--- config.mk ---
export PLATFORM = sky130hd
export DESIGN_NAME = ccu_top
export DESIGN_NICKNAME = d
export VERILOG_FILES = /design/src/ccu_pkg.sv /design/src/isa_buffer.sv /design/src/isa_counters.sv /design/src/ccu_fsm.sv /design/src/isa_decoder.sv /design/src/cfg_port.sv /design/src/ccu_top.sv
export SDC_FILE = /design/constraint.sdc
export NUM_CORES = 1
export LEC_CHECK = 0
export BUFFER_PORTS_ARGS = -buffer_cell sky130_fd_sc_hd__buf_4
export CAP_MARGIN = 30
export CORE_MARGIN = 4
export CORE_UTILIZATION = 50
export DETAILED_ROUTE_END_ITERATION = 8
export PLACE_DENSITY_LB_ADDON = 0.08
export SETUP_SLACK_MARGIN = 0.05
export SYNTH_ARGS = -nofsm -noshare
export SYNTH_HDL_FRONTEND = slang
export SYNTH_SLANG_ARGS = --single-unit
--- constraint.sdc ---
create_clock -name clk -period 5.64 [get_ports clk]
set_clock_uncertainty 0.15 [all_clocks]
set_input_delay 1.128 -clock clk [delete_from_list [all_inputs] [get_ports clk]]
set_output_delay 1.128 -clock clk [all_outputs]
set_load 0.005 [all_outputs]
--- src/ccu_pkg.sv ---
package ccu_pkg;

    // ====================
    // Widths
    // ====================
    localparam int WORD_W  = 128;
    localparam int OP_W    = 3;
    localparam int LEN_W   = 8;   // Layer count
    localparam int NIP_W   = 16;  // Input points
    localparam int CHI_W   = 12;  // Input channels
    localparam int SCALE_W = 20;
    localparam int ACT_W   = 8;   // Shift and zero point
    localparam int SMOD_W  = 2;   // SYA mode
    localparam int K_W     = 5;

    typedef logic [WORD_W-1:0] word_t;

    typedef enum logic [OP_W-1:0] {
        OP_ARRAY = 3'd0,
        OP_CONV  = 3'd1,
        OP_FC    = 3'd2,  // Skipped, no layer
        OP_POOL  = 3'd3,
        OP_FPS   = 3'd4,
        OP_KNN   = 3'd5
    } opcode_t;

    typedef enum logic [1:0] {
        ST_IDLE,
        ST_FILL,
        ST_FETCH,
        ST_ENGINE
    } state_t;

    typedef enum logic [1:0] {
        ENG_SYA,
        ENG_POL,
        ENG_CTR,
        ENG_NONE  // Array or skipped opcode
    } engine_e;

    // ====================
    // Engine payloads
    // ====================
    typedef struct packed {
        logic [NIP_W-1:0]   nip;
        logic [CHI_W-1:0]   chi;
        logic [SCALE_W-1:0] scale;
        logic [ACT_W-1:0]   shift;
        logic [ACT_W-1:0]   zp;
        logic [SMOD_W-1:0]  mode;
    } sya_cfg_t;  // 66 bits

    typedef struct packed {
        logic [NIP_W-1:0] nip;
        logic [CHI_W-1:0] chi;
        logic [K_W-1:0]   k;
    } pol_cfg_t;  // 33 bits

    typedef struct packed {
        logic             mode;  // 0 FPS, 1 KNN
        logic [NIP_W-1:0] nip;
        logic [NIP_W-1:0] nop;
        logic [K_W-1:0]   k;
    } ctr_cfg_t;  // 38 bits

    // ====================
    // Field LSBs per word
    // ====================
    localparam int OP_LSB         = 0;
    localparam int ARR_LEN_LSB    = 3;
    localparam int CONV_NIP_LSB   = 3;   // Word 0
    localparam int CONV_CHI_LSB   = 19;
    localparam int CONV_SCALE_LSB = 0;   // Word 1
    localparam int CONV_SHIFT_LSB = 20;
    localparam int CONV_ZP_LSB    = 28;
    localparam int CONV_MODE_LSB  = 36;
    localparam int POOL_NIP_LSB   = 3;
    localparam int POOL_CHI_LSB   = 19;
    localparam int POOL_K_LSB     = 31;
    localparam int FPS_NIP_LSB    = 3;
    localparam int FPS_NOP_LSB    = 19;
    localparam int KNN_NIP_LSB    = 3;
    localparam int KNN_K_LSB      = 19;

endpackage

--- src/isa_buffer.sv ---
`timescale 1ns/1ps

module isa_buffer #(
    parameter int ISA_DEPTH = 8
) (
    input  logic           clk,
    input  logic           rst_n,
    input  logic           clear,
    input  logic           wr_en,
    input  ccu_pkg::word_t wr_word,
    input  logic           fetch,
    output ccu_pkg::word_t rd_word,
    output logic           word_vld,
    output logic           full,
    output logic           empty
);

    localparam int AW = $clog2(ISA_DEPTH);

    ccu_pkg::word_t mem [ISA_DEPTH];
    logic [AW:0]    wr_ptr;  // Extra MSB tells full from empty
    logic [AW:0]    rd_ptr;

    // Pointers, cleared while idle
    always_ff @(posedge clk or negedge rst_n) begin
        if (!rst_n) begin
            wr_ptr   <= '0;
            rd_ptr   <= '0;
            word_vld <= 1'b0;
        end else begin
            word_vld <= fetch;  // Read data lands next cycle
            if (clear) begin
                wr_ptr <= '0;
                rd_ptr <= '0;
            end else begin
                if (wr_en)
                    wr_ptr <= wr_ptr + 1'b1;
                if (fetch)
                    rd_ptr <= rd_ptr + 1'b1;
            end
        end
    end

    // Dual-port RAM, registered read
    always_ff @(posedge clk) begin
        if (wr_en)
            mem[wr_ptr[AW-1:0]] <= wr_word;
        if (fetch)
            rd_word <= mem[rd_ptr[AW-1:0]];
    end

    assign empty = (wr_ptr == rd_ptr);
    assign full  = (wr_ptr[AW] != rd_ptr[AW]) &&
                   (wr_ptr[AW-1:0] == rd_ptr[AW-1:0]);  // Wrapped once

endmodule

--- src/isa_counters.sv ---
`timescale 1ns/1ps

module isa_counters (
    input  logic                     clk,
    input  logic                     rst_n,
    input  logic                     clear,
    input  logic                     word_step,
    input  logic                     instr_last,
    input  logic                     layer_step,
    input  logic [ccu_pkg::LEN_W-1:0] prog_len,
    output logic                     word_idx,
    output logic                     prog_done
);

    logic [ccu_pkg::LEN_W-1:0] layer_cnt;
    logic [ccu_pkg::LEN_W-1:0] layer_nxt;

    // Word within the current instruction
    always_ff @(posedge clk or negedge rst_n) begin
        if (!rst_n)
            word_idx <= 1'b0;
        else if (clear || instr_last)
            word_idx <= 1'b0;  // Next word opens a new instruction
        else if (word_step)
            word_idx <= 1'b1;
    end

    // Accepted layers in this program
    always_ff @(posedge clk or negedge rst_n) begin
        if (!rst_n)
            layer_cnt <= '0;
        else if (clear)
            layer_cnt <= '0;
        else if (layer_step)
            layer_cnt <= layer_nxt;
    end

    // Count including a step in this cycle, so the FSM decides on cfg_done
    assign layer_nxt = layer_cnt + ccu_pkg::LEN_W'(layer_step);
    assign prog_done = (layer_nxt == prog_len);

endmodule

--- src/ccu_fsm.sv ---
`timescale 1ns/1ps

module ccu_fsm (
    input  logic             clk,
    input  logic             rst_n,
    input  logic             start,
    input  logic             full,
    input  logic             empty,
    input  logic             word_vld,
    input  logic             instr_last,
    input  ccu_pkg::engine_e eng_sel,
    input  logic             cfg_done,
    input  logic             prog_done,
    output ccu_pkg::state_t  state,
    output logic             fetch,
    output logic             isa_rdy,
    output logic             clear,
    output logic             layer_step,
    output logic             eng_rst
);

    ccu_pkg::state_t nxt;

    // ====================
    // Next state
    // ====================
    always_comb begin
        nxt = state;
        case (state)
            ccu_pkg::ST_IDLE:
                if (start)
                    nxt = ccu_pkg::ST_FILL;
            ccu_pkg::ST_FILL:
                if (full)
                    nxt = ccu_pkg::ST_FETCH;  // Buffer loaded, start decode
            ccu_pkg::ST_FETCH:
                if (word_vld) begin
                    if (instr_last && eng_sel != ccu_pkg::ENG_NONE)
                        nxt = ccu_pkg::ST_ENGINE;
                    else if (instr_last && prog_done)
                        nxt = ccu_pkg::ST_IDLE;
                    else if (empty)
                        nxt = ccu_pkg::ST_FILL;  // Refill, also mid-instruction
                end
            ccu_pkg::ST_ENGINE:
                if (cfg_done) begin
                    if (prog_done)
                        nxt = ccu_pkg::ST_IDLE;  // Last layer taken
                    else if (empty)
                        nxt = ccu_pkg::ST_FILL;
                    else
                        nxt = ccu_pkg::ST_FETCH;
                end
            default:
                nxt = ccu_pkg::ST_IDLE;
        endcase
    end

    always_ff @(posedge clk or negedge rst_n) begin
        if (!rst_n)
            state <= ccu_pkg::ST_IDLE;
        else
            state <= nxt;
    end

    // ====================
    // Strobes and levels
    // ====================
    // One fetch, then one cycle for the word to come back
    assign fetch      = (state == ccu_pkg::ST_FETCH) && !word_vld;
    assign isa_rdy    = (state == ccu_pkg::ST_FILL) && !full;
    assign clear      = (state == ccu_pkg::ST_IDLE);  // Pointers and counters
    assign layer_step = (state == ccu_pkg::ST_ENGINE) && cfg_done;
    assign eng_rst    = (state == ccu_pkg::ST_IDLE);  // Engines held while idle

endmodule

--- src/isa_decoder.sv ---
`timescale 1ns/1ps

module isa_decoder (
    input  logic                      clk,
    input  logic                      rst_n,
    input  logic                      word_vld,
    input  ccu_pkg::word_t            rd_word,
    input  logic                      word_idx,
    output logic                      instr_last,
    output ccu_pkg::engine_e          eng_sel,
    output logic [ccu_pkg::LEN_W-1:0] prog_len,
    output logic                      sya_load,
    output ccu_pkg::sya_cfg_t         sya_pay,
    output logic                      pol_load,
    output ccu_pkg::pol_cfg_t         pol_cfg,
    output logic                      ctr_load,
    output ccu_pkg::ctr_cfg_t         ctr_cfg
);

    ccu_pkg::opcode_t          op_q;    // Opcode of the open instruction
    ccu_pkg::opcode_t          cur_op;
    logic [ccu_pkg::LEN_W-1:0] len_q;
    logic                      arr_hit;

    // Word 0 carries the opcode, later words reuse the latched one
    assign cur_op = word_idx ? op_q
                             : ccu_pkg::opcode_t'(rd_word[ccu_pkg::OP_LSB +: ccu_pkg::OP_W]);

    // Only Conv spans two words
    assign instr_last = word_vld && (word_idx || cur_op != ccu_pkg::OP_CONV);

    always_comb begin
        case (cur_op)
            ccu_pkg::OP_CONV:               eng_sel = ccu_pkg::ENG_SYA;
            ccu_pkg::OP_POOL:               eng_sel = ccu_pkg::ENG_POL;
            ccu_pkg::OP_FPS, ccu_pkg::OP_KNN: eng_sel = ccu_pkg::ENG_CTR;
            ccu_pkg::OP_ARRAY, ccu_pkg::OP_FC: eng_sel = ccu_pkg::ENG_NONE;
            default:                        eng_sel = ccu_pkg::ENG_NONE;  // 6 and 7
        endcase
    end

    // Bypass so the done check at the Array word already sees N
    assign arr_hit  = word_vld && cur_op == ccu_pkg::OP_ARRAY;
    assign prog_len = arr_hit ? rd_word[ccu_pkg::ARR_LEN_LSB +: ccu_pkg::LEN_W] : len_q;

    // ====================
    // Control registers
    // ====================
    always_ff @(posedge clk or negedge rst_n) begin
        if (!rst_n) begin
            op_q     <= ccu_pkg::OP_ARRAY;
            len_q    <= '0;
            sya_load <= 1'b0;
            pol_load <= 1'b0;
            ctr_load <= 1'b0;
        end else begin
            if (word_vld && !word_idx)
                op_q <= cur_op;
            if (arr_hit)
                len_q <= prog_len;
            sya_load <= instr_last && eng_sel == ccu_pkg::ENG_SYA;  // Payload complete
            pol_load <= instr_last && eng_sel == ccu_pkg::ENG_POL;
            ctr_load <= instr_last && eng_sel == ccu_pkg::ENG_CTR;
        end
    end

    // ====================
    // Field extraction
    // ====================
    always_ff @(posedge clk) begin
        if (word_vld) begin
            case (cur_op)
                ccu_pkg::OP_CONV:
                    if (!word_idx) begin
                        sya_pay.nip <= rd_word[ccu_pkg::CONV_NIP_LSB +: ccu_pkg::NIP_W];
                        sya_pay.chi <= rd_word[ccu_pkg::CONV_CHI_LSB +: ccu_pkg::CHI_W];
                    end else begin
                        sya_pay.scale <= rd_word[ccu_pkg::CONV_SCALE_LSB +: ccu_pkg::SCALE_W];
                        sya_pay.shift <= rd_word[ccu_pkg::CONV_SHIFT_LSB +: ccu_pkg::ACT_W];
                        sya_pay.zp    <= rd_word[ccu_pkg::CONV_ZP_LSB +: ccu_pkg::ACT_W];
                        sya_pay.mode  <= rd_word[ccu_pkg::CONV_MODE_LSB +: ccu_pkg::SMOD_W];
                    end
                ccu_pkg::OP_POOL: begin
                    pol_cfg.nip <= rd_word[ccu_pkg::POOL_NIP_LSB +: ccu_pkg::NIP_W];
                    pol_cfg.chi <= rd_word[ccu_pkg::POOL_CHI_LSB +: ccu_pkg::CHI_W];
                    pol_cfg.k   <= rd_word[ccu_pkg::POOL_K_LSB +: ccu_pkg::K_W];
                end
                ccu_pkg::OP_FPS: begin
                    ctr_cfg.mode <= 1'b0;
                    ctr_cfg.nip  <= rd_word[ccu_pkg::FPS_NIP_LSB +: ccu_pkg::NIP_W];
                    ctr_cfg.nop  <= rd_word[ccu_pkg::FPS_NOP_LSB +: ccu_pkg::NIP_W];
                    ctr_cfg.k    <= '0;  // Unused by FPS
                end
                ccu_pkg::OP_KNN: begin
                    ctr_cfg.mode <= 1'b1;
                    ctr_cfg.nip  <= rd_word[ccu_pkg::KNN_NIP_LSB +: ccu_pkg::NIP_W];
                    ctr_cfg.nop  <= '0;  // Unused by KNN
                    ctr_cfg.k    <= rd_word[ccu_pkg::KNN_K_LSB +: ccu_pkg::K_W];
                end
                default: ;
            endcase
        end
    end

endmodule

--- src/cfg_port.sv ---
`timescale 1ns/1ps

module cfg_port #(
    parameter type PAYLOAD_T = logic
) (
    input  logic     clk,
    input  logic     rst_n,
    input  logic     load,
    input  PAYLOAD_T pay_in,
    output PAYLOAD_T pay_out,
    output logic     cfg_vld,
    input  logic     cfg_rdy,
    output logic     cfg_done
);

    // Valid rises with the payload, drops after the handshake
    always_ff @(posedge clk or negedge rst_n) begin
        if (!rst_n)
            cfg_vld <= 1'b0;
        else if (load)
            cfg_vld <= 1'b1;
        else if (cfg_rdy)
            cfg_vld <= 1'b0;
    end

    // Held unchanged while the engine stalls
    always_ff @(posedge clk) begin
        if (load)
            pay_out <= pay_in;
    end

    assign cfg_done = cfg_vld && cfg_rdy;  // One-cycle accept pulse

endmodule

--- src/ccu_top.sv ---
`timescale 1ns/1ps

module ccu_top #(
    parameter int ISA_DEPTH = 8
) (
    input  logic              clk,
    input  logic              rst_n,
    input  logic              start,
    input  ccu_pkg::word_t    isa_dat,
    input  logic              isa_vld,
    output logic              isa_rdy,
    output logic              eng_rst,
    output ccu_pkg::sya_cfg_t sya_cfg,
    output logic              sya_cfg_vld,
    input  logic              sya_cfg_rdy,
    output ccu_pkg::pol_cfg_t pol_cfg,
    output logic              pol_cfg_vld,
    input  logic              pol_cfg_rdy,
    output ccu_pkg::ctr_cfg_t ctr_cfg,
    output logic              ctr_cfg_vld,
    input  logic              ctr_cfg_rdy
);

    // ====================
    // Internal nets
    // ====================
    ccu_pkg::word_t            rd_word;
    ccu_pkg::engine_e          eng_sel;
    ccu_pkg::sya_cfg_t         dec_sya;
    ccu_pkg::pol_cfg_t         dec_pol;
    ccu_pkg::ctr_cfg_t         dec_ctr;
    logic [ccu_pkg::LEN_W-1:0] prog_len;
    logic                      clear;
    logic                      wr_en;
    logic                      fetch;
    logic                      word_vld;
    logic                      full;
    logic                      empty;
    logic                      word_idx;
    logic                      instr_last;
    logic                      layer_step;
    logic                      prog_done;
    logic                      sya_load;
    logic                      pol_load;
    logic                      ctr_load;
    logic                      sya_done;
    logic                      pol_done;
    logic                      ctr_done;
    logic                      cfg_done;

    assign wr_en    = isa_vld && isa_rdy;  // Host word accepted
    assign cfg_done = sya_done || pol_done || ctr_done;

    isa_buffer #(.ISA_DEPTH(ISA_DEPTH)) i_isa_buffer (
        .clk, .rst_n, .clear, .wr_en, .wr_word(isa_dat),
        .fetch, .rd_word, .word_vld, .full, .empty
    );

    isa_counters i_isa_counters (
        .clk, .rst_n, .clear, .word_step(word_vld), .instr_last,
        .layer_step, .prog_len, .word_idx, .prog_done
    );

    ccu_fsm i_ccu_fsm (
        .clk, .rst_n, .start, .full, .empty, .word_vld, .instr_last, .eng_sel,
        .cfg_done, .prog_done, .state(), .fetch, .isa_rdy, .clear, .layer_step, .eng_rst
    );

    isa_decoder i_isa_decoder (
        .clk, .rst_n, .word_vld, .rd_word, .word_idx, .instr_last, .eng_sel, .prog_len,
        .sya_load, .sya_pay(dec_sya), .pol_load, .pol_cfg(dec_pol),
        .ctr_load, .ctr_cfg(dec_ctr)
    );

    // One holding port per engine
    cfg_port #(.PAYLOAD_T(ccu_pkg::sya_cfg_t)) i_sya_port (
        .clk, .rst_n, .load(sya_load), .pay_in(dec_sya), .pay_out(sya_cfg),
        .cfg_vld(sya_cfg_vld), .cfg_rdy(sya_cfg_rdy), .cfg_done(sya_done)
    );

    cfg_port #(.PAYLOAD_T(ccu_pkg::pol_cfg_t)) i_pol_port (
        .clk, .rst_n, .load(pol_load), .pay_in(dec_pol), .pay_out(pol_cfg),
        .cfg_vld(pol_cfg_vld), .cfg_rdy(pol_cfg_rdy), .cfg_done(pol_done)
    );

    cfg_port #(.PAYLOAD_T(ccu_pkg::ctr_cfg_t)) i_ctr_port (
        .clk, .rst_n, .load(ctr_load), .pay_in(dec_ctr), .pay_out(ctr_cfg),
        .cfg_vld(ctr_cfg_vld), .cfg_rdy(ctr_cfg_rdy), .cfg_done(ctr_done)
    );

endmodule

After elaboration in Yosys (flattened, before gate mapping):

Memory sizes are Yosys's and may differ from the RTL's. A register that Yosys moved wholly into a read port is not among the register bits.
Index checks and enable logic that the tools add are counted.

* $add $sub $neg: 3
* equal/unequal tests: 20
* multiplexer cells: 30
* bitwise logic cells: 1
* reduce and logical (&&, ||, !) cells: 40

Operators by type and width (number)
* case mux 38 bit (2 select lines): 1
* two-way mux 8 bit: 3
* two-way mux 2 bit: 9
* logical AND 1 bit: 16
* two-way mux 4 bit: 4
* nonzero test 2 bit: 8
* two-way mux 1 bit: 10
* adder 4 x 1 -> 4 bit, second input constant: 2
* adder 8 x 1 -> 8 bit: 1
* equality test 8 bit: 1
* case mux 2 bit (4 select lines): 1
* equality test 2 bit, second input constant: 3
* equality test 3 bit, second input constant: 2
* inequality test 2 bit, second input constant: 3
* case mux 2 bit (3 select lines): 1
* AND reduction 3 bit: 2
* AND reduction 5 bit: 1
* equality test 2 x 1 -> 1 bit, second input constant: 2
* equality test 4 bit: 1
* zero test 2 bit: 2
* logical OR 1 bit: 4
* inequality test 2 x 1 -> 1 bit, second input constant: 2
* inequality test 4 x 2 -> 1 bit, second input constant: 1
* AND reduction 2 bit: 2
* other kinds (10): 12

* flip-flop bits (word level): 311
* bits in writable memories: 1024
* input port bits: 135
* output and inout bits: 142
* memories: 1

Memory list
* i_isa_buffer.mem: words 8, bits a word 128, read ports 1, clocked after Yosys merged registers in 1, wr ports 1, RTL line isa_buffer.sv:20 `ccu_pkg::word_t mem [ISA_DEPTH];`

Logic depth before layout (Yosys ltp):

* word-level depth: 11
* gate-level depth with buffers: 15
* gate-level depth less buffers: 13

By module:

Synthesis repeated with hierarchy kept, for this count alone.

* cells, all modules: 2130
* area total of the unflattened synthesis: 53361.2 µm²

By module, submodules not included
* isa_buffer: instances 1, cells an instance 1663, area each 43125.1 µm²
* isa_decoder: instances 1, cells an instance 220, area each 5098.6 µm²
* cfg_port (i_sya_port): instances 1, cells an instance 70, area each 2025.7 µm²
* cfg_port (i_ctr_port): instances 1, cells an instance 42, area each 1184.9 µm²
* cfg_port (i_pol_port): instances 1, cells an instance 37, area each 1034.7 µm²
* isa_counters: instances 1, cells an instance 71, area each 654.4 µm²
* ccu_fsm: instances 1, cells an instance 25, area each 225.2 µm²
* ccu_top: instances 1, cells an instance 2, area each 12.5 µm²

Least setup slack after synthesis:

Ideal clock, no wire load.

* path type: input port to flip-flop
* start: input isa_vld
* end: memory i_isa_buffer.mem[0][0] in the netlist's numbering, enable pin
* setup time: 481 ps
* arrival: 4109 ps
* data required time: 5009 ps
* path slack: 900 ps
* stages on the path: 3
* buffers on the path: 0
* cell sequence: and2_0 -> nand2b_1 -> nor3_1

* word-level cells in the longest chain between the ends: 3

Ends and longest elaborated chain
* start: declaration: RTL line ccu_top.sv:10 `input logic isa_vld,`
* logical AND 1 bit: RTL line ccu_top.sv:51 `assign wr_en = isa_vld && isa_rdy;`
* two-way mux 1 bit: RTL line isa_buffer.sv:46 `if (wr_en)`
* two-way mux 1 bit (implied by the code): RTL line isa_buffer.sv:47 `mem[wr_ptr[AW-1:0]] <= wr_word;`
* end: declaration: RTL line isa_buffer.sv:20

Every way passes these cells.

Final worst setup path:

* start: input sya_cfg_rdy
* end: register i_ccu_fsm.state[0]

* word-level cells in the longest chain between the ends: 11

Ends and longest elaborated chain
* start: declaration: RTL line ccu_top.sv:15 `input logic sya_cfg_rdy,`
* logical AND 1 bit (*): RTL line cfg_port.sv:32 `assign cfg_done = cfg_vld && cfg_rdy;`
* logical OR 1 bit (*) (2 in series): RTL line ccu_top.sv:52 `assign cfg_done = sya_done || pol_done || ctr_done;`
* logical AND 1 bit: RTL line ccu_fsm.sv:73 `assign layer_step = (state == ccu_pkg::ST_ENGINE) && cfg_done;`
* adder 8 x 1 -> 8 bit: RTL line isa_counters.sv:39 `assign layer_nxt = layer_cnt + ccu_pkg::LEN_W'(layer_step);`
* equality test 8 bit: RTL line isa_counters.sv:40 `assign prog_done = (layer_nxt == prog_len);`
* logical AND 1 bit: RTL line ccu_fsm.sv:40 `else if (instr_last && prog_done)`
* two-way mux 2 bit: RTL line ccu_fsm.sv:40
* two-way mux 2 bit: RTL line ccu_fsm.sv:38 `if (instr_last && eng_sel != ccu_pkg::ENG_NONE)`
* two-way mux 2 bit: RTL line ccu_fsm.sv:37 `if (word_vld) begin`
* case mux 2 bit (4 select lines): RTL line ccu_fsm.sv:29 `case (state)`
* end signal: assignment: RTL line ccu_fsm.sv:61 `state <= ccu_pkg::ST_IDLE;`
* end signal: assignment: RTL line ccu_fsm.sv:63 `state <= nxt;`
* end: declaration: RTL line ccu_fsm.sv:14 `output ccu_pkg::state_t state,`

Mark *: on every way between the ends. The rest lies on a longest branch, timed or not. The select of a mux whose other input is x is not followed.
A chain may end at the register's enable or synchronous reset.

==> flow_summary.yaml <==
hold_path:
  hp-class: "reg2reg"
  hold_start: "i_isa_decoder.pol_cfg[29]$_DFFE_PP_"
  hold_end: "i_pol_port.pay_out[29]$_DFFE_PP_"
  min_path_cells: 0
grt:
  antenna_found_initial: 5
  grt_pass1_vias: 10150
  overflow: 0
  grt_usage: 0.1715
  grt_max_degree: 68
  grt_pass1_wl_um: 64070
synth:
  ys.flop_type: "edfxtp_1"
  synthXorXnorAreaFrac: 0.007254
  async_flop_share: 0.05666
  postSynthAreaPerCell_um2: 23.15
  synth_fp_nets: 1131
  synth-simple-area-share: 0.02394
  synth.most_common_cell: "edfxtp_1"
  netlist.top_cell.by_area: "edfxtp_1"
  synth_common_cells: "edfxtp_1, mux4_2, mux2_2"
  synthCells: 991
  synth_seq_cells: 653
  synthAdderAreaFrac: 0.002727
  synth_top_family_by_area: "multiplexers"
  synth_edf_count: 616
  synth_compound_area_frac: 0.01107
  netlist.area_leader.share: 0.8064
  syn_area_um2: 22940
  ys_warn_count: 0
  synth_area_leaders: "edfxtp_1, mux4_2, dfrtp_1, mux2_2, nor2b_1"
  yosysUniqueCellTypes: 45
  muxShareOfSynthArea: 0.1013
  seq_area_frac_synth: 0.8467
route:
  wl_um: 42230
  vias: 9846
  drcViolationCount: 0
  drt_first_pass_iters: 5
  via_per_inst: 5.254
  drtIter0Drc: 781
  wl_per_cell_um: 22.53
  ant_nets: 0
floorplan:
  num_rows: 78
  initial_core_util: 0.5055
  pin_count: 277
  dieHeight_um: 222.2
  dieArea_um2: 49370
  core_um2: 45380
  die_width_um: 222.2
cts:
  ctsHoldBuffers: 0
  cts_buffers: 61
  cts_resized: 0
  clk_latency_ns: 0.61
  cts_max_path_buffers: 3
  clockRootBuffer: "clkbuf_16"
  cts_sinks: 653
  cts_setup_buffers: 0
  cts_tree: "built"
  h-tree-depth: 2
  clk_pin_slew_ns: 0.06
critical_path:
  cpMaxStageDelayCell: "a222oi_1"
  r2r_end: "i_ccu_fsm.state[0]$_DFFE_PN0P_"
  crit_chain: "buf_4 > a222oi_1 > or2_2 > inv_1 > ha_1 > ha_1 > nand3_1 > xor2_1 > xnor2_1 > nor4b_2 > nand3_1 > or2_0 > a221oi_1"
  crit_start: "sya_cfg_rdy"
  worstSetupEndpointType: "register"
  rrSetupSlack_ns: 2.21
  reg2reg_depth: 12
  path_class: "in2reg"
  cp.arrival_ns: 4.04
  crit_family: "simple AND/OR/NAND/NOR gates"
  worstPathRequired_ns: 6.00
  critPathBufInv: 2
  r2r_start: "i_sya_port.cfg_vld$_DFFE_PN0P_"
  slowest_delay_ns: 0.43
  cp.depth: 13
  cp_max_fo: 16
  cp-start-kind: "input port"
final_layout:
  fillers: 3284
  fin_nets: 1369
  area_growth_pct: 18.83
  antenna_cells: 0
  drive_gt1_frac: 0.3454
sta:
  fin_crit_ns: 3.675
  hold_viol_final: 0
  maxSlewHeadroom: 0.3670
  rsz0062_at_grt: "no"
  maxSlewViolCount: 0
  finalCritPeriodShare: 0.6516
  worstMarginPinSlew_ns: 0.9494
  setup_viol: 0
  fmax_mhz: 272.1
  finalSetupTns_ns: 0
power:
  ir_worst_vdd_mv: 0.2336
  power.leakage_nw: 9.077
  power_per_cell_area_nw_per_um2: 393.5
  power_mw: 10.73
place:
  dp_hpwl_um: 24270
  port_buffers: 186
  place.gp.congestion: 0.7631
status:
  status: "complete, no violations"
run:
  cap_viol_max_count: 0
-- placed cells by master, fill, tap and decap left out, types with 3 or more instances in the layout --
cell type    n
a21o_1       3
a21oi_1      7
and2_1       7
buf_12       5
buf_4      202
bufinv_16    7
clkbuf_1    15
clkbuf_16   63
clkinv_1    11
clkinv_2     8
dfrtp_1     32
dfrtp_2      4
edfxtp_1   616
ha_1         5
inv_1        9
mux2_2      46
mux2i_1      5
mux4_2      76
nand2_1     17
nand2b_1    10
nand3_1     11
nor2_1      15
nor2_4       8
nor2b_1     16
nor3_1       3
nor3_2       3
o21ai_0     14
or2_2        3
xnor2_1     10
xor2_1       9
-- how the worst max path moves through the flow --
| stage | endpoint | slack, ns |
|---|---|---|
| after CTS | i_ccu_fsm.state[0]$_DFFE_PN0P_ | 1.98 |
| after floorplan | i_isa_buffer.mem[0][0]$_DFFE_PP_ | 0.90 |
| after global routing | i_ccu_fsm.state[0]$_DFFE_PN0P_ | 1.74 |
| final | i_ccu_fsm.state[0]$_DFFE_PN0P_ | 1.96 |
| after detailed placement | i_ccu_fsm.state[0]$_DFFE_PN0P_ | 1.31 |
| after global placement | i_ccu_fsm.state[0]$_DFFE_PN0P_ | 1.35 |
-- registers in the layout, summed over array words and instances (netlist names), 2 cells and up --
signal,cells
i_isa_buffer.rd_ptr,4
i_sya_port.pay_out,66
i_ctr_port.pay_out,38
i_ccu_fsm.state,2
i_isa_decoder.pol_cfg,33
i_isa_buffer.mem,304
i_isa_decoder.ctr_cfg,38
i_isa_decoder.sya_pay,66
i_isa_decoder.len_q,8
i_isa_buffer.wr_ptr,4
i_pol_port.pay_out,33
i_isa_buffer.rd_word,38
i_isa_counters.layer_cnt,8
i_isa_decoder.op_q,3
-- area by class of cell --
type	count	area, um2	area share
clock buffer	78	1633	0.05990
timing repair buffer	208	1644	0.06031
sequential	653	19430	0.7129
inverter	9	33.78	0.001239
multi-input combinational	296	3441	0.1262
tap	600	750.7	0.02754
clock inverter	30	324.1	0.01189
-- power by group --
group / switching [mW] / internal (mW)
registers: 0.154 / 5.64
clock network: 1.66 / 2.35
logic: 0.516 / 0.415
total: 2.33 / 8.40
-- routing by layer --
metal,part of all wire,track usage
met3,0.058,0.04373
met2,0.46,0.2581
met4,0.018,0.03962
met1,0.46,0.2582
met5,0.0013,0
-- kinds of logic after synthesis --
family	count (synthesis)
flops	653
mux	130
simple gates	104
buf+inv	42
compound gates	38
xor+xnor	19
fa+ha+maj	5
-- metrics by stage --
| step | instance area (um2) | setup WS, ns | util | hold WS (ns) | std cells |
|---|---|---|---|---|---|
| 2_1_floorplan | 22940 | 0.9002 | - | 0.2503 | 991 |
| 3_3_place_gp | 25250 | 1.350 | 0.5565 | 0.2508 | 1764 |
| 3_5_place_dp | 25300 | 1.314 | 0.5575 | 0.2545 | 1766 |
| 4_1_cts | 27260 | 1.976 | 0.6007 | 0.2658 | 1874 |
| 5_1_grt | 27260 | 1.744 | 0.6007 | 0.2710 | 1874 |
| 6_report | 27260 | 1.965 | 0.6007 | 0.2642 | 1874 |
-- worst register-to-register path, cell delays in order (launching register included) --
cell and delay (ns):
dfrtp_1 0.39, a222oi_1 0.43, or2_2 0.37, inv_1 0.15, ha_1 0.20, ha_1 0.23
nand3_1 0.12, xor2_1 0.22, xnor2_1 0.12, nor4b_2 0.29, nand3_1 0.15, or2_0 0.25
a221oi_1 0.26
Power figures use the tool's default switching activity.
